**src/pwr_pkg.sv**
```systemverilog
`default_nettype none

// Power sequencing definitions for the gated register file
package pwr_pkg;

    // Sleep goes AWAKE, ISOLATING, POWER_DOWN, ASLEEP
    // Wake goes ASLEEP, POWER_UP, AWAKE with isolation held inside POWER_UP
    typedef enum logic [2:0] {
        PWR_AWAKE      = 3'd0,
        PWR_ISOLATING  = 3'd1,
        PWR_POWER_DOWN = 3'd2,
        PWR_ASLEEP     = 3'd3,
        PWR_POWER_UP   = 3'd4
    } pwr_state_t;

    // Controls sent to the array
    // pwr_enable_b is active low, so a high level means the array is off
    typedef struct packed {
        logic isol_en;
        logic pwr_enable_b;
    } pwr_ctl_t;

endpackage

`default_nettype wire

```
**src/rf_pkg.sv**
```systemverilog
`default_nettype none

// Geometry and bundles shared by the register file, its wrapper and the FIFO
package rf_pkg;

    // ------------------------------------------------------------------------
    // Array geometry
    // ------------------------------------------------------------------------

    // Five address bits cover exactly the 32 entries, so pointers wrap by themselves
    localparam int ADDR_W = 5;
    localparam int DATA_W = 10;
    localparam int DEPTH  = 32;

    // Write port of the two-port array
    typedef struct packed {
        logic              we;
        logic [ADDR_W-1:0] waddr;
        logic [DATA_W-1:0] wdata;
    } rf_wr_t;

    // Read port of the two-port array
    typedef struct packed {
        logic              re;
        logic [ADDR_W-1:0] raddr;
    } rf_rd_t;

    // Occupancy seen from outside
    // The count carries one extra bit so that a full FIFO of DEPTH words fits
    typedef struct packed {
        logic            empty;
        logic            full;
        logic [ADDR_W:0] count;
    } fifo_stat_t;

endpackage

`default_nettype wire

```
**src/mem_reset_sync.sv**
```systemverilog
`timescale 1ns/1ps
`default_nettype none

module mem_reset_sync (
    input  logic clk,
    input  logic rst_n,
    input  logic fscan_rstbypen,
    input  logic fscan_byprst_b,
    output logic rst_n_sync
);

    // Two-stage shift of a constant one
    // Assertion is immediate through the async clear, release takes two edges
    logic [1:0] sync_q;

    always_ff @(posedge clk or negedge rst_n) begin
        if (!rst_n) begin
            sync_q <= 2'b00;
        end else begin
            sync_q <= {sync_q[0], 1'b1};
        end
    end

    // In scan the tester owns the reset directly and the flops are skipped
    assign rst_n_sync = fscan_rstbypen ? fscan_byprst_b : sync_q[1];

endmodule

`default_nettype wire

```
**src/rf_array_32x10.sv**
```systemverilog
`timescale 1ns/1ps
`default_nettype none

module rf_array_32x10 #(
    parameter int CHAIN_DELAY = 3
) (
    input  logic                      clk,
    input  logic                      rst_n,
    input  rf_pkg::rf_wr_t            wr,
    input  rf_pkg::rf_rd_t            rd,
    input  logic                      isol_en,
    input  logic                      pwr_enable_b_in,
    output logic                      pwr_enable_b_out,
    output logic [rf_pkg::DATA_W-1:0] rdata
);

    logic [rf_pkg::DATA_W-1:0] mem [rf_pkg::DEPTH];
    logic [rf_pkg::DATA_W-1:0] rdata_q;
    logic [CHAIN_DELAY-1:0]    chain_q;

    // ------------------------------------------------------------------------
    // Power-enable daisy chain
    // ------------------------------------------------------------------------

    // Models the switch chain running through the macro
    // The echo at the far end tells the sequencer the rail has settled
    always_ff @(posedge clk or negedge rst_n) begin
        if (!rst_n) begin
            chain_q <= '0;
        end else begin
            chain_q[0] <= pwr_enable_b_in;
            for (int i = 1; i < CHAIN_DELAY; i++) begin
                chain_q[i] <= chain_q[i-1];
            end
        end
    end

    assign pwr_enable_b_out = chain_q[CHAIN_DELAY-1];

    // ------------------------------------------------------------------------
    // Storage and read register
    // ------------------------------------------------------------------------

    // Once the rail is down every cell is lost
    always_ff @(posedge clk) begin
        if (pwr_enable_b_out) begin
            for (int i = 0; i < rf_pkg::DEPTH; i++) begin
                mem[i] <= 'x;
            end
        end else if (wr.we) begin
            mem[wr.waddr] <= wr.wdata;
        end
    end

    // Read data is flopped, so it shows up one edge after re
    always_ff @(posedge clk) begin
        if (rd.re) begin
            rdata_q <= mem[rd.raddr];
        end
    end

    // Clamp keeps a floating output from reaching the logic that stays powered
    assign rdata = isol_en ? '0 : rdata_q;

    // No access may reach a powered-down array
    a_no_access_off : assert property (@(posedge clk) disable iff (!rst_n)
        (wr.we || rd.re) |-> !pwr_enable_b_out);

    // The rail may only be off, or going off, behind the clamp
    a_pwr_down_isol : assert property (@(posedge clk) disable iff (!rst_n)
        (pwr_enable_b_in || pwr_enable_b_out) |-> isol_en);

endmodule

`default_nettype wire

```
**src/rf_fifo_ctl.sv**
```systemverilog
`timescale 1ns/1ps
`default_nettype none

module rf_fifo_ctl (
    input  logic                      clk,
    input  logic                      rst_n,
    input  logic                      push,
    input  logic [rf_pkg::DATA_W-1:0] push_data,
    input  logic                      pop,
    input  logic                      awake,
    output rf_pkg::rf_wr_t            wr,
    output rf_pkg::rf_rd_t            rd,
    output rf_pkg::fifo_stat_t        stat,
    output logic                      pop_valid
);

    localparam int CNT_W = rf_pkg::ADDR_W + 1;
    localparam logic [CNT_W-1:0] DEPTH_C = CNT_W'(rf_pkg::DEPTH);

    logic [rf_pkg::ADDR_W-1:0] wptr_q;
    logic [rf_pkg::ADDR_W-1:0] rptr_q;
    logic [CNT_W-1:0]          count_q;
    logic                      empty;
    logic                      full;
    logic                      do_push;
    logic                      do_pop;

    assign empty = (count_q == '0);
    assign full  = (count_q == DEPTH_C);

    // Strobes that fail these checks are simply lost
    assign do_push = push && awake && !full;
    assign do_pop  = pop && awake && !empty;

    // ------------------------------------------------------------------------
    // Array access
    // ------------------------------------------------------------------------

    assign wr.we    = do_push;
    assign wr.waddr = wptr_q;
    assign wr.wdata = push_data;

    // Read data comes back from the array flop one edge later
    assign rd.re    = do_pop;
    assign rd.raddr = rptr_q;

    // ------------------------------------------------------------------------
    // Pointers and occupancy
    // ------------------------------------------------------------------------

    always_ff @(posedge clk or negedge rst_n) begin
        if (!rst_n) begin
            wptr_q    <= '0;
            rptr_q    <= '0;
            count_q   <= '0;
            pop_valid <= 1'b0;
        end else begin
            // Pointers wrap at DEPTH on their own
            if (do_push) begin
                wptr_q <= wptr_q + 1'b1;
            end
            if (do_pop) begin
                rptr_q <= rptr_q + 1'b1;
            end
            // Push and pop in the same cycle cancel out
            case ({do_push, do_pop})
                2'b10:   count_q <= count_q + 1'b1;
                2'b01:   count_q <= count_q - 1'b1;
                default: count_q <= count_q;
            endcase
            // Lines up with the registered array read
            pop_valid <= do_pop;
        end
    end

    assign stat.empty = empty;
    assign stat.full  = full;
    assign stat.count = count_q;

    a_count_bound : assert property (@(posedge clk) disable iff (!rst_n)
        count_q <= DEPTH_C);

endmodule

`default_nettype wire

```
**src/rf_fifo_top.sv**
```systemverilog
`timescale 1ns/1ps
`default_nettype none

module rf_fifo_top #(
    parameter int CHAIN_DELAY = 3,
    parameter int ISOL_CYCLES = 2
) (
    input  logic                      clk,
    input  logic                      rst_n,
    input  logic                      push,
    input  logic [rf_pkg::DATA_W-1:0] push_data,
    input  logic                      pop,
    input  logic                      sleep_req,
    input  logic                      fscan_rstbypen,
    input  logic                      fscan_byprst_b,
    output logic                      pop_valid,
    output logic [rf_pkg::DATA_W-1:0] pop_data,
    output rf_pkg::fifo_stat_t        stat,
    output logic                      awake
);

    rf_pkg::rf_wr_t    wr;
    rf_pkg::rf_rd_t    rd;
    pwr_pkg::pwr_ctl_t pwr_ctl;
    logic              pwr_enable_b_out;

    rf_fifo_ctl i_fifo_ctl (
        .clk       (clk),
        .rst_n     (rst_n),
        .push      (push),
        .push_data (push_data),
        .pop       (pop),
        .awake     (awake),
        .wr        (wr),
        .rd        (rd),
        .stat      (stat),
        .pop_valid (pop_valid)
    );

    // Sleep is only entered once the FIFO has drained
    rf_pwr_ctl #(
        .ISOL_CYCLES (ISOL_CYCLES)
    ) i_pwr_ctl (
        .clk              (clk),
        .rst_n            (rst_n),
        .sleep_req        (sleep_req),
        .fifo_empty       (stat.empty),
        .pwr_enable_b_out (pwr_enable_b_out),
        .ctl              (pwr_ctl),
        .awake            (awake)
    );

    // Single clock domain, so one clock feeds both ports
    rf_pg_32x10 #(
        .CHAIN_DELAY (CHAIN_DELAY)
    ) i_rf_pg (
        .wclk             (clk),
        .rclk             (clk),
        .rst_n            (rst_n),
        .wr               (wr),
        .rd               (rd),
        .rdata            (pop_data),
        .pgcb_isol_en     (pwr_ctl.isol_en),
        .pwr_enable_b_in  (pwr_ctl.pwr_enable_b),
        .pwr_enable_b_out (pwr_enable_b_out),
        .fscan_rstbypen   (fscan_rstbypen),
        .fscan_byprst_b   (fscan_byprst_b)
    );

endmodule

`default_nettype wire

```
**src/rf_pg_32x10.sv**
```systemverilog
`timescale 1ns/1ps
`default_nettype none

module rf_pg_32x10 #(
    parameter int CHAIN_DELAY = 3
) (
    input  logic                      wclk,
    input  logic                      rclk,
    input  logic                      rst_n,
    input  rf_pkg::rf_wr_t            wr,
    input  rf_pkg::rf_rd_t            rd,
    output logic [rf_pkg::DATA_W-1:0] rdata,

    // Power interface
    input  logic                      pgcb_isol_en,
    input  logic                      pwr_enable_b_in,
    output logic                      pwr_enable_b_out,

    // Scan reset control
    input  logic                      fscan_rstbypen,
    input  logic                      fscan_byprst_b
);

    logic rst_n_sync;

    // Array reset is released synchronously to the read clock
    mem_reset_sync i_rst_sync (
        .clk            (rclk),
        .rst_n          (rst_n),
        .fscan_rstbypen (fscan_rstbypen),
        .fscan_byprst_b (fscan_byprst_b),
        .rst_n_sync     (rst_n_sync)
    );

    // ------------------------------------------------------------------------
    // Storage array
    // ------------------------------------------------------------------------

    // Both ports share one domain here, the array runs on the write clock
    rf_array_32x10 #(
        .CHAIN_DELAY (CHAIN_DELAY)
    ) i_rf (
        .clk              (wclk),
        .rst_n            (rst_n_sync),
        .wr               (wr),
        .rd               (rd),
        .isol_en          (pgcb_isol_en),
        .pwr_enable_b_in  (pwr_enable_b_in),
        .pwr_enable_b_out (pwr_enable_b_out),
        .rdata            (rdata)
    );

endmodule

`default_nettype wire

```
**src/rf_pwr_ctl.sv**
```systemverilog
`timescale 1ns/1ps
`default_nettype none

module rf_pwr_ctl #(
    parameter int ISOL_CYCLES = 2
) (
    input  logic              clk,
    input  logic              rst_n,
    input  logic              sleep_req,
    input  logic              fifo_empty,
    input  logic              pwr_enable_b_out,
    output pwr_pkg::pwr_ctl_t ctl,
    output logic              awake
);

    localparam int CNT_W = (ISOL_CYCLES > 1) ? $clog2(ISOL_CYCLES) : 1;
    localparam logic [CNT_W-1:0] CNT_LAST = CNT_W'(ISOL_CYCLES - 1);

    pwr_pkg::pwr_state_t state_q;
    pwr_pkg::pwr_state_t state_nxt;
    logic [CNT_W-1:0]    isol_cnt_q;
    logic                cnt_done;

    assign cnt_done = (isol_cnt_q == CNT_LAST);

    // ------------------------------------------------------------------------
    // Sequencer FSM
    // ------------------------------------------------------------------------

    always_comb begin
        state_nxt = state_q;
        case (state_q)
            pwr_pkg::PWR_AWAKE: begin
                if (sleep_req && fifo_empty) begin
                    state_nxt = pwr_pkg::PWR_ISOLATING;
                end
            end
            // A push taken on the last awake edge makes the FIFO non-empty
            // Backing out here is safe since the rail is still up
            pwr_pkg::PWR_ISOLATING: begin
                if (!sleep_req || !fifo_empty) begin
                    state_nxt = pwr_pkg::PWR_AWAKE;
                end else if (cnt_done) begin
                    state_nxt = pwr_pkg::PWR_POWER_DOWN;
                end
            end
            // Wait for the chain to echo the off level
            pwr_pkg::PWR_POWER_DOWN: begin
                if (pwr_enable_b_out) begin
                    state_nxt = pwr_pkg::PWR_ASLEEP;
                end
            end
            pwr_pkg::PWR_ASLEEP: begin
                if (!sleep_req) begin
                    state_nxt = pwr_pkg::PWR_POWER_UP;
                end
            end
            // Echo first, then the isolation hold before the clamp opens
            pwr_pkg::PWR_POWER_UP: begin
                if (!pwr_enable_b_out && cnt_done) begin
                    state_nxt = pwr_pkg::PWR_AWAKE;
                end
            end
            default: begin
                state_nxt = pwr_pkg::PWR_AWAKE;
            end
        endcase
    end

    always_ff @(posedge clk or negedge rst_n) begin
        if (!rst_n) begin
            state_q <= pwr_pkg::PWR_AWAKE;
        end else begin
            state_q <= state_nxt;
        end
    end

    // Counter restarts on every state change
    // In POWER_UP it only runs once the chain reports the rail is back
    always_ff @(posedge clk or negedge rst_n) begin
        if (!rst_n) begin
            isol_cnt_q <= '0;
        end else if (state_nxt != state_q) begin
            isol_cnt_q <= '0;
        end else if (state_q == pwr_pkg::PWR_ISOLATING ||
                     (state_q == pwr_pkg::PWR_POWER_UP && !pwr_enable_b_out)) begin
            isol_cnt_q <= isol_cnt_q + 1'b1;
        end
    end

    // Outputs are decoded from the state register
    assign awake            = (state_q == pwr_pkg::PWR_AWAKE);
    assign ctl.isol_en      = (state_q != pwr_pkg::PWR_AWAKE);
    assign ctl.pwr_enable_b = (state_q == pwr_pkg::PWR_POWER_DOWN) ||
                              (state_q == pwr_pkg::PWR_ASLEEP);

    // The rail only goes down once isolation has been held for ISOL_CYCLES
    a_pwr_off_isol : assert property (@(posedge clk) disable iff (!rst_n)
        $rose(ctl.pwr_enable_b) |-> $past(ctl.isol_en, ISOL_CYCLES));

endmodule

`default_nettype wire

```
**config.mk**
```make
export PLATFORM = sky130hd
export DESIGN_NAME = rf_fifo_top
export DESIGN_NICKNAME = d
export VERILOG_FILES = /design/src/pwr_pkg.sv /design/src/rf_pkg.sv /design/src/mem_reset_sync.sv /design/src/rf_array_32x10.sv /design/src/rf_fifo_ctl.sv /design/src/rf_fifo_top.sv /design/src/rf_pg_32x10.sv /design/src/rf_pwr_ctl.sv
export SDC_FILE = /design/constraint.sdc
export NUM_CORES = 1
export LEC_CHECK = 0
export BUFFER_PORTS_ARGS = -buffer_cell sky130_fd_sc_hd__buf_4
export CAP_MARGIN = 20
export CORE_MARGIN = 2
export CORE_UTILIZATION = 45
export DETAILED_ROUTE_END_ITERATION = 7
export PLACE_DENSITY = 0.64
export SLEW_MARGIN = 20
export SYNTH_ARGS = -nofsm -noshare
export SYNTH_HDL_FRONTEND = slang
export SYNTH_HIERARCHICAL = 1
export SYNTH_SLANG_ARGS = --single-unit
```
**constraint.sdc**
```tcl
create_clock -name clk -period 4 [get_ports clk]
set_clock_uncertainty 0.1 [all_clocks]
set_input_delay 0.6 -clock clk [delete_from_list [all_inputs] [get_ports clk]]
set_output_delay 0.6 -clock clk [all_outputs]
set_load 0.05 [all_outputs]
```
Yosys cells after proc, flatten, opt, wreduce, memory -nomap -nowiden --
Memory sizes are Yosys's and may differ from the RTL's. A register that Yosys moved wholly into a read port is not among the register bits. Cells that the tools add are included.
Cells by class: $add $sub $neg 5, equality and inequality tests 8, mux-type cells 20, reduce and logical (&&, ||, !) cells 20
Operators with widths (number):
- two-way mux 10 bit | 2
- two-way mux 3 bit | 6
- one-hot mux 3 bit (5 select lines) | 1
- one-hot mux 6 bit (2 select lines) | 1
- adder 5 x 1 -> 5 bit (second input constant) | 2
- OR reduction 10 bit | 1
- two-way mux 1 bit | 9
- logical AND 1 bit | 7
- adder 6 x 1 -> 6 bit (second input constant) | 1
- equality test 3 x 2 -> 1 bit (second input constant) | 2
- equality test 6 bit (second input constant) | 1
- zero test 6 bit | 1
- subtractor 6 x 1 -> 6 bit (second input constant) | 1
- two-way mux 5 bit | 1
- zero test 1 bit | 4
- nonzero test 2 bit | 2
- equality test 3 x 1 -> 1 bit (second input constant) | 1
- equality test 3 bit (second input constant) | 1
- zero test 3 bit | 1
- logical OR 1 bit | 3
- inequality test 3 bit | 1
- nonzero test 3 bit | 1
- equality test 2 x 1 -> 1 bit (second input constant) | 1
- equality test 2 bit (second input constant) | 1
- adder 1 bit (second input constant) | 1
Storage, ports and cells: flip-flop bits (word level) 26, RAM bits 320, input bits 17, word-level logic and storage cells 62, memories 1
Memory list:
- i_rf_pg.i_rf.mem | words 32, bits a word 10, rd ports 1, clocked after memory_dff 1, wr ports 32, line rf_array_32x10.sv:17 | logic [rf_pkg::DATA_W-1:0] mem [rf_pkg::DEPTH];

Logic depth before layout (Yosys ltp) --
Gate-level depths: netlist (run 1).
depth in word-level cells 8, gate-level depth with buffers 14

Hierarchy --
Netlist (run 1), hierarchy kept.
Modules (own cells, without submodules):
- rf_array_32x10 | times used 1, cells each 749, area each 13244.0 um2
- rf_fifo_ctl | times used 1, cells each 99, area each 1096.1 um2
- rf_pwr_ctl | times used 1, cells each 29, area each 272.8 um2
- mem_reset_sync | times used 1, cells each 4, area each 68.8 um2

Worst setup path after synthesis (run 1) --
No wires, ideal clock.
path kind register to register, from register i_pwr_ctl.state_q[0], to memory i_rf_pg/i_rf/mem[14][0] (netlist bit) (enable), library setup time 376 ps, data arrival time 2785 ps, required time 3524 ps, path slack 739 ps, stages on the path, launching flop included 12, path buffers 3, clock period less this slack 3261 ps, path through dfrtp_1 > buf_6 > nor2_1 > nand2_1 > inv_1 > nand2_1 > a31oi_4 > buf_4 > nand2b_1 > or3b_1 > clkbuf_1 > nor2_1
RTL lines:
- from (decl) | line rf_pwr_ctl.sv:19 | pwr_pkg::pwr_state_t state_q;
- from (signal assigned) | line rf_pwr_ctl.sv:72 | state_q <= pwr_pkg::PWR_AWAKE;
- from (signal assigned) | line rf_pwr_ctl.sv:74 | state_q <= state_nxt;
- to (decl) | line rf_array_32x10.sv:17

==> results of run 1 <==
==> synth_stat cells (5+ instances only) <==
cell type	number	share of area [%]
edfxtp_1	330	67
mux2i_1	161	11
a22oi_1	40	2.0
nor2_1	37	0.95
nand2_1	32	0.82
dfrtp_1	26	4.4
a21oi_1	22	0.75
nand3_1	21	0.72
a22o_1	20	1.2
buf_4	18	0.92
nor2b_1	16	0.68
nand4_1	14	0.60
buf_2	13	0.44
a31oi_1	11	0.47
inv_1	10	0.26
clkbuf_1	9	0.23
nor3_2	9	0.61
buf_6	8	0.61
buf_12	7	0.95
ha_1	7	0.60
xnor2_1	7	0.42
o21ai_0	5	0.17
==> layer usage <==
layer / up-vias / GRT usage (%)
met5: - / 0
met3: 44 / 3.38
li1: 3550 / -
met2: 210 / 31.5
met4: 0 / 4.86
met1: 3899 / 24.8
==> stage by stage <==
stage	power [uW]	hold WS (ps)	area (sq um)
floorplan	7810	36.1	14700
global placement	8770	63.0	15400
detailed placement	8820	62.4	15400
CTS	12300	249	16700
global route	12800	266	16700
finish	12300	248	16700
==> cells by family (layout without fill, tap and decap cells) <==
group / after synthesis / in the layout / synth area share (%)
simple gates: 156 / 156 / 5.85
buf+inv: 68 / 158 / 3.57
flops: 356 / 356 / 71.9
other cells: 1 / 1 / 0.0255
mux: 164 / 164 / 11.3
compound gates: 117 / 117 / 5.96
fa+ha+maj: 8 / 8 / 0.733
xor+xnor: 11 / 11 / 0.656
==> registers in the layout, indices dropped and copies added (netlist names) <==
register / cells
i_fifo_ctl/pop_valid: 1
i_rf_pg/i_rf/rdata_q: 10
i_pwr_ctl/state_q: 3
i_rf_pg/i_rst_sync/sync_q: 2
i_fifo_ctl/rptr_q: 5
i_fifo_ctl/wptr_q: 5
i_rf_pg/i_rf/chain_q: 3
i_rf_pg/i_rf/mem: 320
i_fifo_ctl/count_q: 6
i_pwr_ctl/cnt_done: 1
==> where the power goes <==
| group | internal (uW) | switching [uW] |
|---|---|---|
| logic | 1470 | 2420 |
| clock network | 2140 | 1390 |
| registers | 4470 | 368 |
==> area by class of cell <==
type	count	area [sq um]
Fill cell	2672	15700
Sequential cell	356	10600
Multi-Input combinational cell	457	3620
Clock buffer	46	1010
Timing Repair Buffer	82	661
Tap cell	442	553
Clock inverter	20	255
Inverter	10	37.5
==> layout by cell type (no fill, tap or decap), drive strengths merged, types with 4 or more instances in the layout <==
master    Yosys  final
buf          49     79
mux2i       161    161
xnor2         7      7
nand2        32     32
o21ai         5      5
dfrtp        26     26
xor2          4      4
a31oi        13     13
a22o         20     20
or3b          4      4
a22oi        40     40
bufinv        0      5
inv          10     13
edfxtp      330    330
nor3         12     12
a21oi        22     22
clkinv        0      8
nor2         37     37
nor2b        16     16
clkinvlp      0      4
ha            7      7
nand3        21     21
clkbuf        9     46
nand4        14     14
nand3b        4      4
==> worst min-delay path by stage <==
stage | start | endpoint | depth (start not counted)
final | i_rf_pg/i_rst_sync/sync_q[0] | i_rf_pg/i_rst_sync/sync_q[1] | 0
after global routing | i_rf_pg/i_rst_sync/sync_q[0] | i_rf_pg/i_rst_sync/sync_q[1] | 0
after CTS | i_rf_pg/i_rst_sync/sync_q[0] | i_rf_pg/i_rst_sync/sync_q[1] | 0
after detailed placement | i_rf_pg/i_rst_sync/sync_q[1] | i_rf_pg/i_rf/chain_q[0] | 1
after global placement | i_rf_pg/i_rst_sync/sync_q[1] | i_rf_pg/i_rf/chain_q[0] | 1
after floorplan | i_rf_pg/i_rst_sync/sync_q[1] | i_rf_pg/i_rf/chain_q[0] | 1
==> what timing repair did <==
action,CTS,global route
hold buffers,3,0
setup buffers,0,0
endpoints found under the hold margin,26,0
==> summary.txt, run 1 <==
Run status - finished, final reports clean
Predominant post-synthesis flop cell - edfxtp_1
Total routing resource utilization after global routing - 18.6%
Share of synthesized registers carrying an async set or reset - 7.30%
Portion of the clock cycle consumed by the worst path in the final layout - 84.8%
Final setup violation count - 0
Required time worst endpoint - 4310 ps
Minimum clock period - 3390 ps
DP HPWL - 18700 microns
Number of cell instances on the worst register-to-register path - 12
Final total negative setup slack - 0 ps
I/O pin count - 37
Setup slack of the most critical reg-to-reg path - 610 ps
Crit path DAT - 3710 ps
Number of core rows - 66
Post-synthesis cell area - 0.0147 sq mm
Last element of the critical path - i_fifo_ctl/count_q[5]
Final Hold Viols - 0
Bufs on Longest Clock Path - 3
Critical Path Stages - 12
Cell class contributing the biggest share of worst-path delay - compound AO/OA/AOI/OAI gates
Detailed-routing wirelength on met1 - 13600 microns
Yosys warns - 6
EDFF count, synth - 330
Via count of the first global-routing pass - 7655
Number of H-tree levels - 2
Setup crit start kind - flop
Antenna Violating Nets Remaining - 0
End of the worst register-to-register path - i_fifo_ctl/count_q[5]
Average detailed-routed wire length per instance - 21.9 microns
Synth Register Bits - 356
Placeable core area - 0.0324 sq mm
Number of max-slew violations in the final report - 0
Crit path launch - i_pwr_ctl/state_q[0]
Initial antenna violation count - 0
Share of the core filled with cells - 51.6%
Signed area change from the synthesized netlist to the final layout - 13.8%
1st-iter DRT viols - 546
Number of buffers added by the clock tree synthesis step - 38
Critical path fanouts, max - 11
Placed insts - 1344
Sequence of cells on the critical path - nor2_1, nand2_1, inv_1, nand2_1, a31oi_4, inv_1, ha_1, ha_1, a21oi_1, o21bai_1, o21ai_0, a2111oi_2
Highest attainable clock frequency - 295 MHz
WP buf/inv - 2
Static leakage power - 0.00597 uW
Pwr/cell area - 734 mW/mm^2
VDD IR-drop max - 0.000525 V
Sinks on the clock net - 356
Setup ws final - 609 ps
Headroom to the max-slew limit - 39.9%
First-pass GRT wire length - 46500 microns
Port buffer count - 36
Via density per instance - 5.45
Width of the chip - 185 microns
Number of maximum-capacitance violations - 0
Worst Path Class, Setup - flop to flop
Setup repair after global routing missed its margin - no
Final layout net count - 970
Die Footprint - 0.0341 sq mm
Detailed route wirelength on metal3 - 1630 microns
Number of distinct library cell variants in the gate-level netlist after synthesis - 59
Post-route DRC - 0
Synthesized area per cell - 16.7 sq um
Leftover overflow at the end of global routing - 0
Skew-Pair Late Insertion Delay - 520 ps
Aggregate routed wire length - 31000 microns
Count of cells resized by post-cts repair - 0
CTS tree - yes
Clock root buffer - clkbuf_16
Final cell count without fillers - 1413
Kind of end point of the critical path - flop
HP Class - flop to flop
Synthesized net count - 906
Vert. Die Dim - 185 microns
Slew @ Worst Pin - 902 ps
Via count - 7703
Worst setup timing slack at the placement stage - 611 ps
Initial core utilization - 45.4%
Instance count of the mapped netlist - 881
Clock edge transition at the registers on the reported setup and hold paths - 70 ps
Maximum number of pins on one net before global-route repair - 61
Final RePlAce weighted congestion - 0.810
Final antenna diode count - 0
Top sig layer - met4
Register area share after synthesis - 71.9%
DRT Pass-1 Iters - 5
Largest stage delay on the critical path - 460 ps
Met2 wire len - 15200 microns
Max stage delay cell, worst path - dfrtp_1
Share of cells above drive strength 1 - 16.9%
Startpoint of the lowest-slack register-to-register path - i_pwr_ctl/state_q[0]
Power figures use the tool's default switching activity.
==> run 2, diff against run 1 <==
==> constraint.sdc (replaced) <==
create_clock -name clk -period 3.2 [get_ports clk]
set_clock_uncertainty 0.1 [all_clocks]
set_input_delay 0.48 -clock clk [delete_from_list [all_inputs] [get_ports clk]]
set_output_delay 0.48 -clock clk [all_outputs]
set_load 0.05 [all_outputs]
==> run 2 against run 1 <==
- critical path depth is the same
- critical endpoint unchanged
- maximum frequency increased by 19%
- highest routed layer unchanged
- sequential share of layout area rose by 0.44 points
- global-route usage down 0.17 points
- non-clock buffer count grew 7
==> summary.txt, run 2 (synthesis results as in run 1) <==
Run status - finished, final reports clean
I/O pin count - 37
Via density per instance - 5.41
Number of max-slew violations in the final report - 0
Number of H-tree levels - 2
Final total negative setup slack - 0 ps
Final Hold Viols - 0
Number of core rows - 66
Registers with the most flip-flops - i_rf_pg/i_rf/mem x320, i_rf_pg/i_rf/rdata_q x10, i_fifo_ctl/count_q x6
Setup slack of the most critical reg-to-reg path - 350 ps
VDD IR-drop max - 0.000671 V
DP HPWL - 18300 microns
Setup repair after global routing missed its margin - no
Final layout net count - 975
Via count of the first global-routing pass - 7585
Clock root buffer - clkbuf_16
Share of the core filled with cells - 51.2%
Required time worst endpoint - 3510 ps
Average detailed-routed wire length per instance - 21.5 microns
Crit path DAT - 3150 ps
WHS - 202 ps
Final RePlAce weighted congestion - 0.820
Sinks on the clock net - 356
Critical path fanouts, max - 10
Number of post-CTS setup repair buffers - 0
Commonest non-fill, non-tap cells in the layout - edfxtp_1 (330), mux2i_1 (161), buf_4 (81), a22oi_1 (40), clkbuf_16 (37)
Most common cell after layout, fill and taps aside - edfxtp_1
DRT Pass-1 Iters - 5
Total of fill cells in the finished design - 2717
Aggregate routed wire length - 30400 microns
Minimum clock period - 2850 ps
Final antenna diode count - 0
Register name with the most flops - i_rf_pg/i_rf/mem
Initial core utilization - 45.4%
First-pass GRT wire length - 46500 microns
Highest attainable clock frequency - 351 MHz
Final cell area excluding filler cells - 0.0166 sq mm
End of the worst register-to-register path - i_fifo_ctl/count_q[5]
Via count - 7668
Total routing resource utilization after global routing - 18.4%
Hold path startpoint - sleep_req
Portion of the clock cycle consumed by the worst path in the final layout - 89.0%
Largest register FFs - 320
1st-iter DRT viols - 595
CTS tree - yes
Pwr/cell area - 897 mW/mm^2
Die Footprint - 0.0341 sq mm
Placeable core area - 0.0324 sq mm
Width of the chip - 185 microns
Count of cells resized by post-cts repair - 0
Headroom to the max-slew limit - 53.5%
Port buffer count - 36
Maximum number of pins on one net before global-route repair - 44
Number of buffers added by the clock tree synthesis step - 36
Share of cells above drive strength 1 - 16.6%
HP Class - primary input to flop
Initial antenna violation count - 0
Final setup violation count - 0
Static leakage power - 0.00593 uW
Placed insts - 1351
Vert. Die Dim - 185 microns
Number of maximum-capacitance violations - 0
Skew-Pair Late Insertion Delay - 520 ps
Leftover overflow at the end of global routing - 0
Total of hold buffers inserted after clock tree synthesis - 3
Kind of end point of the critical path - flop
Worst Path Class, Setup - flop to flop
Bufs on Longest Clock Path - 3
WHS Path Cells - 3
Post-route DRC - 0
Setup crit start kind - flop
Destination of the worst hold path - i_pwr_ctl/state_q[2]
Startpoint of the lowest-slack register-to-register path - i_pwr_ctl/state_q[0]
Total placed instance area - 0.0155 sq mm
Final cell count without fillers - 1417
Clock edge transition at the registers on the reported setup and hold paths - 60 ps
Number of cell instances on the worst register-to-register path - 12
Slew @ Worst Pin - 696 ps
Antenna Violating Nets Remaining - 0
Signed area change from the synthesized netlist to the final layout - 13.0%
## run 2: cell count changes in the layout (fill, tap and decap cells not counted), moves of 2 or more
cell       before  now
bufinv_16       5    1
clkbuf_1        6    8
buf_12          3    5
clkinv_1        2    7
clkbuf_16      39   37
buf_4          76   81
## run 2: cell type report
class | count | area, sq um | share of cell area [%]
clock inverter | 18 | 119 | 0.717
clock buffer | 45 | 956 | 5.76
timing repair buffer | 89 | 738 | 4.45
sequential | 356 | 10600 | 63.7
inverter | 10 | 41.3 | 0.249
tap | 442 | 553 | 3.33
multi-input combinational | 457 | 3610 | 21.8
## run 2: report_power, final
part / switching, uW / internal (uW)
clock network: 1680 / 2200
logic: 3110 / 1900
registers: 396 / 5590
total: 5180 / 9690
## run 2: layer usage
| metal | up-vias | track usage (%) | share of wire, % |
|---|---|---|---|
| met5 | - | 0 | 0 |
| met4 | 0 | 5.75 | 2.6 |
| met3 | 57 | 2.87 | 5.1 |
| met2 | 203 | 30.1 | 48 |
| met1 | 3859 | 25.5 | 44 |
| li1 | 3549 | - | - |
## run 2: worst max-delay path: stages (launching register included)
cell        delay, ps
dfrtp_1           470
nor2_1            160
nand2_1           110
clkinvlp_4        100
nand2_1            80
a31oi_4           150
inv_1              60
ha_1              300
ha_1              380
o211ai_1          140
nor2_1            220
o21ai_0           140
a2111oi_2         330
## run 2: worst max-delay path by stage
stage                                     from                      end  slack (ps)  cells past startpoint
after floorplan           i_pwr_ctl/state_q[0]  i_rf_pg/i_rf/mem[14][0]          70                     11
after global placement    i_pwr_ctl/state_q[0]    i_fifo_ctl/count_q[5]         440                     12
after detailed placement  i_pwr_ctl/state_q[0]    i_fifo_ctl/count_q[5]         340                     12
after CTS                 i_pwr_ctl/state_q[0]    i_fifo_ctl/count_q[5]         340                     12
after global routing      i_pwr_ctl/state_q[0]    i_fifo_ctl/count_q[5]          40                     12
final                     i_pwr_ctl/state_q[0]    i_fifo_ctl/count_q[5]         350                     12
## run 2: through the flow
step | setup WS [ps] | total power, uW
2_1_floorplan | 72.6 | 9760
3_3_place_gp | 444 | 11000
3_5_place_dp | 337 | 11100
4_1_cts | 342 | 15000
5_1_grt | 44.6 | 15500
6_report | 353 | 14900
==> run 3, diff against run 2 <==
--- a/config.mk
+++ b/config.mk
@@ -8,11 +8,10 @@
 export BUFFER_PORTS_ARGS = -buffer_cell sky130_fd_sc_hd__buf_4
 export CAP_MARGIN = 20
 export CORE_MARGIN = 2
-export CORE_UTILIZATION = 45
+export CORE_UTILIZATION = 40
 export DETAILED_ROUTE_END_ITERATION = 7
-export PLACE_DENSITY = 0.64
+export PLACE_DENSITY = 0.58
 export SLEW_MARGIN = 20
 export SYNTH_ARGS = -nofsm -noshare
 export SYNTH_HDL_FRONTEND = slang
-export SYNTH_HIERARCHICAL = 1
 export SYNTH_SLANG_ARGS = --single-unit
==> run 3 against run 2 <==
- clock power increased by 11%
- first-iteration DRC count increased by 17%
- utilization decreased by 5.1 points
- sequential share of layout area increased by 1.2 points
- critical path depth decreased by 2
- global-route usage decreased by 0.35 points
- worst hold slack got worse by 0.88 ps
- power about the same
- via count decreased by 7.0%
==> summary.txt, run 3 <==
Final antenna diode count - 0
Critical path fanouts, max - 9
Average detailed-routed wire length per instance - 25.0 microns
Crit path DAT - 3350 ps
Portion of the clock cycle consumed by the worst path in the final layout - 94.9%
Kind of end point of the critical path - flop
Post-synthesis cell area - 0.0142 sq mm
Dominant combinational cell family by area after synthesis - multiplexers
Number of cell instances on the worst register-to-register path - 10
Number of H-tree levels - 2
Placed insts - 1209
Synthesized area per cell - 19.4 sq um
Required time worst endpoint - 3510 ps
Pwr/cell area - 912 mW/mm^2
Final setup violation count - 0
Headroom to the max-slew limit - 22.8%
First-pass GRT wire length - 48500 microns
Number of distinct library cell variants in the gate-level netlist after synthesis - 60
Startpoint of the lowest-slack register-to-register path - i_fifo_ctl.count_q[2]
Arithmetic-cell share of the synthesized area counting full adders, half adders and majority gates - 1.02%
Synth Register Bits - 356
Maximum number of pins on one net before global-route repair - 33
Most area-hungry cell type in the Yosys netlist - edfxtp_1
Leading cell type by number of instances after synthesis - edfxtp_1
Instance count of the mapped netlist - 734
Register name with the most flops - i_rf_pg.i_rf.mem
Via density per instance - 5.56
Most common cell after layout, fill and taps aside - edfxtp_1
Worst Path Class, Setup - flop to flop
DP HPWL - 20200 microns
Setup slack of the most critical reg-to-reg path - 160 ps
1st-iter DRT viols - 696
Number of core rows - 69
Number of max-slew violations in the final report - 0
Total routing resource utilization after global routing - 18.0%
Sinks on the clock net - 356
Die Footprint - 0.0370 sq mm
Static leakage power - 0.00535 uW
Setup crit start kind - flop
Synthesized net count - 762
Yosys warns - 0
Simple-gate area share of the yosys netlist - 3.85%
Leftover overflow at the end of global routing - 0
Antenna Violating Nets Remaining - 0
Compound-cell area share of the yosys netlist - 5.32%
Width of the chip - 192 microns
Registers with the most flip-flops - i_rf_pg.i_rf.mem x320, i_rf_pg.i_rf.rdata_q x10, i_fifo_ctl.count_q x6
Number of maximum-capacitance violations - 0
Number of post-CTS setup repair buffers - 0
Clock edge transition at the registers on the reported setup and hold paths - 50 ps
Final Hold Viols - 0
Minimum clock period - 3040 ps
Clock root buffer - clkbuf_16
Aggregate routed wire length - 32100 microns
Commonest cells post-synth - edfxtp_1 (330), mux4_2 (60), mux2i_1 (41), nor2_1 (39), dfrtp_1 (26)
Predominant post-synthesis flop cell - edfxtp_1
Commonest non-fill, non-tap cells in the layout - edfxtp_1 (330), mux4_2 (60), buf_4 (55), mux2i_1 (41), clkbuf_16 (41)
Share of the core filled with cells - 46.2%
Final total negative setup slack - 0 ps
Initial antenna violation count - 0
Port buffer count - 36
Final RePlAce weighted congestion - 0.832
I/O pin count - 37
Xor and xnor fraction of the mapped netlist area - 0.740%
Signed area change from the synthesized netlist to the final layout - 14.8%
HP Class - primary input to flop
Total of fill cells in the finished design - 2943
Placeable core area - 0.0353 sq mm
Highest attainable clock frequency - 329 MHz
Share of synthesized registers carrying an async set or reset - 7.30%
Post-route DRC - 0
Largest register FFs - 320
EDFF count, synth - 330
CTS tree - yes
Via count - 7130
Final cell count without fillers - 1282
Final layout net count - 821
Setup repair after global routing missed its margin - no
Bufs on Longest Clock Path - 3
Last element of the critical path - i_fifo_ctl.count_q[4]
Slew @ Worst Pin - 1150 ps
Skew-Pair Late Insertion Delay - 520 ps
VDD IR-drop max - 0.000416 V
Share of cells above drive strength 1 - 25.0%
Initial core utilization - 40.2%
Cell types with the largest area share after synthesis - edfxtp_1 (70%), mux4_2 (9.5%), dfrtp_1 (4.6%)
Register area share after synthesis - 74.3%
Number of buffers added by the clock tree synthesis step - 39
Crit path launch - i_fifo_ctl.count_q[2]
End of the worst register-to-register path - i_fifo_ctl.count_q[4]
DRT Pass-1 Iters - 5
Vert. Die Dim - 192 microns
Run status - finished, final reports clean
Post-synth top area share - 69.8%
Multiplexer share of the synthesized area - 12.6%
Via count of the first global-routing pass - 7457
run 3: changes by cell type in the layout (fill, tap and decap cells not counted), moves of 10 or more:
cell | before | now
mux4_2 | 0 | 60
mux2i_1 | 161 | 41
o221ai_1 | 0 | 10
a22o_1 | 20 | 10
a31oi_1 | 11 | 0
nand3_1 | 21 | 4
nand4_1 | 14 | 4
nand2_1 | 32 | 11
buf_4 | 81 | 55
a22oi_1 | 40 | 10
run 3: kinds of logic (layout without fill, tap and decap cells):
kind of cell,Yosys count,in the layout
flops,356,356
compound gates,94,94
simple gates,104,104
buf+inv,53,140
mux,103,103
other cells,1,1
xor+xnor,12,12
fa+ha+maj,11,11
run 3: repair_timing:
action,in CTS,in global routing
hold endpoints to repair,26,0
setup endpoints to repair,0,0
hold buffers,3,0
gates resized for setup,0,0
run 3: worst min-delay path by stage:
| stage | endpoint | slack [ps] | start | cells after the start |
|---|---|---|---|---|
| after floorplan | i_rf_pg.i_rf.chain_q[0] | 40 | i_rf_pg.i_rst_sync.sync_q[1] | 1 |
| after global routing | i_pwr_ctl.cnt_done | 190 | sleep_req | 3 |
| final | i_pwr_ctl.cnt_done | 200 | sleep_req | 3 |
| after detailed placement | i_rf_pg.i_rf.chain_q[2] | 80 | i_rf_pg.i_rst_sync.sync_q[1] | 1 |
| after CTS | i_pwr_ctl.cnt_done | 180 | sleep_req | 3 |
| after global placement | i_rf_pg.i_rf.chain_q[0] | 70 | i_rf_pg.i_rst_sync.sync_q[1] | 1 |
run 3: per-stage QoR:
stage          setup WS, ps  hold WS [ps]  area [sq um]  total power (uW)
2_1_floorplan          13.7          43.7         14300              9210
3_3_place_gp            252          68.5         15000             10500
3_5_place_dp            187          78.9         15000             10700
4_1_cts                 173           178         16300             15000
5_1_grt                23.4           195         16300             15500
6_report                165           201         16300             14900
run 3: layout make-up:
class	count	area [sq um]	area share (%)
flip-flops and latches	356	10600	64.8
multi-input cells	325	3400	20.8
clock buffers	53	1080	6.63
well taps	461	577	3.54
repair buffers	60	483	2.96
clock inverters	16	150	0.921
inverters	11	41.3	0.253
run 3: metal layers:
layer | global-route usage (%) | up-vias | wire [microns]
met5 | 0 | - | 0
met4 | 4.96 | 0 | 572
met3 | 2.20 | 37 | 1570
met2 | 29.3 | 211 | 15900
met1 | 25.8 | 3781 | 14000
li1 | - | 3101 | -
run 3: critical path: stages (launching register included):
cell	delay, ps
dfrtp_2	430
or4_4	590
o311a_4	370
inv_2	80
ha_4	200
inv_1	90
fa_1	430
nor2b_1	150
o21ai_0	100
nor3b_1	160
o31ai_1	210
run 3: power by group:
group          total [uW]  internal (uW)  switching, uW  leakage [uW]
Sequential           6060           5600            459       0.00330
Combinational        4500           1850           2660       0.00145
Clock                4310           2600           1700      0.000603
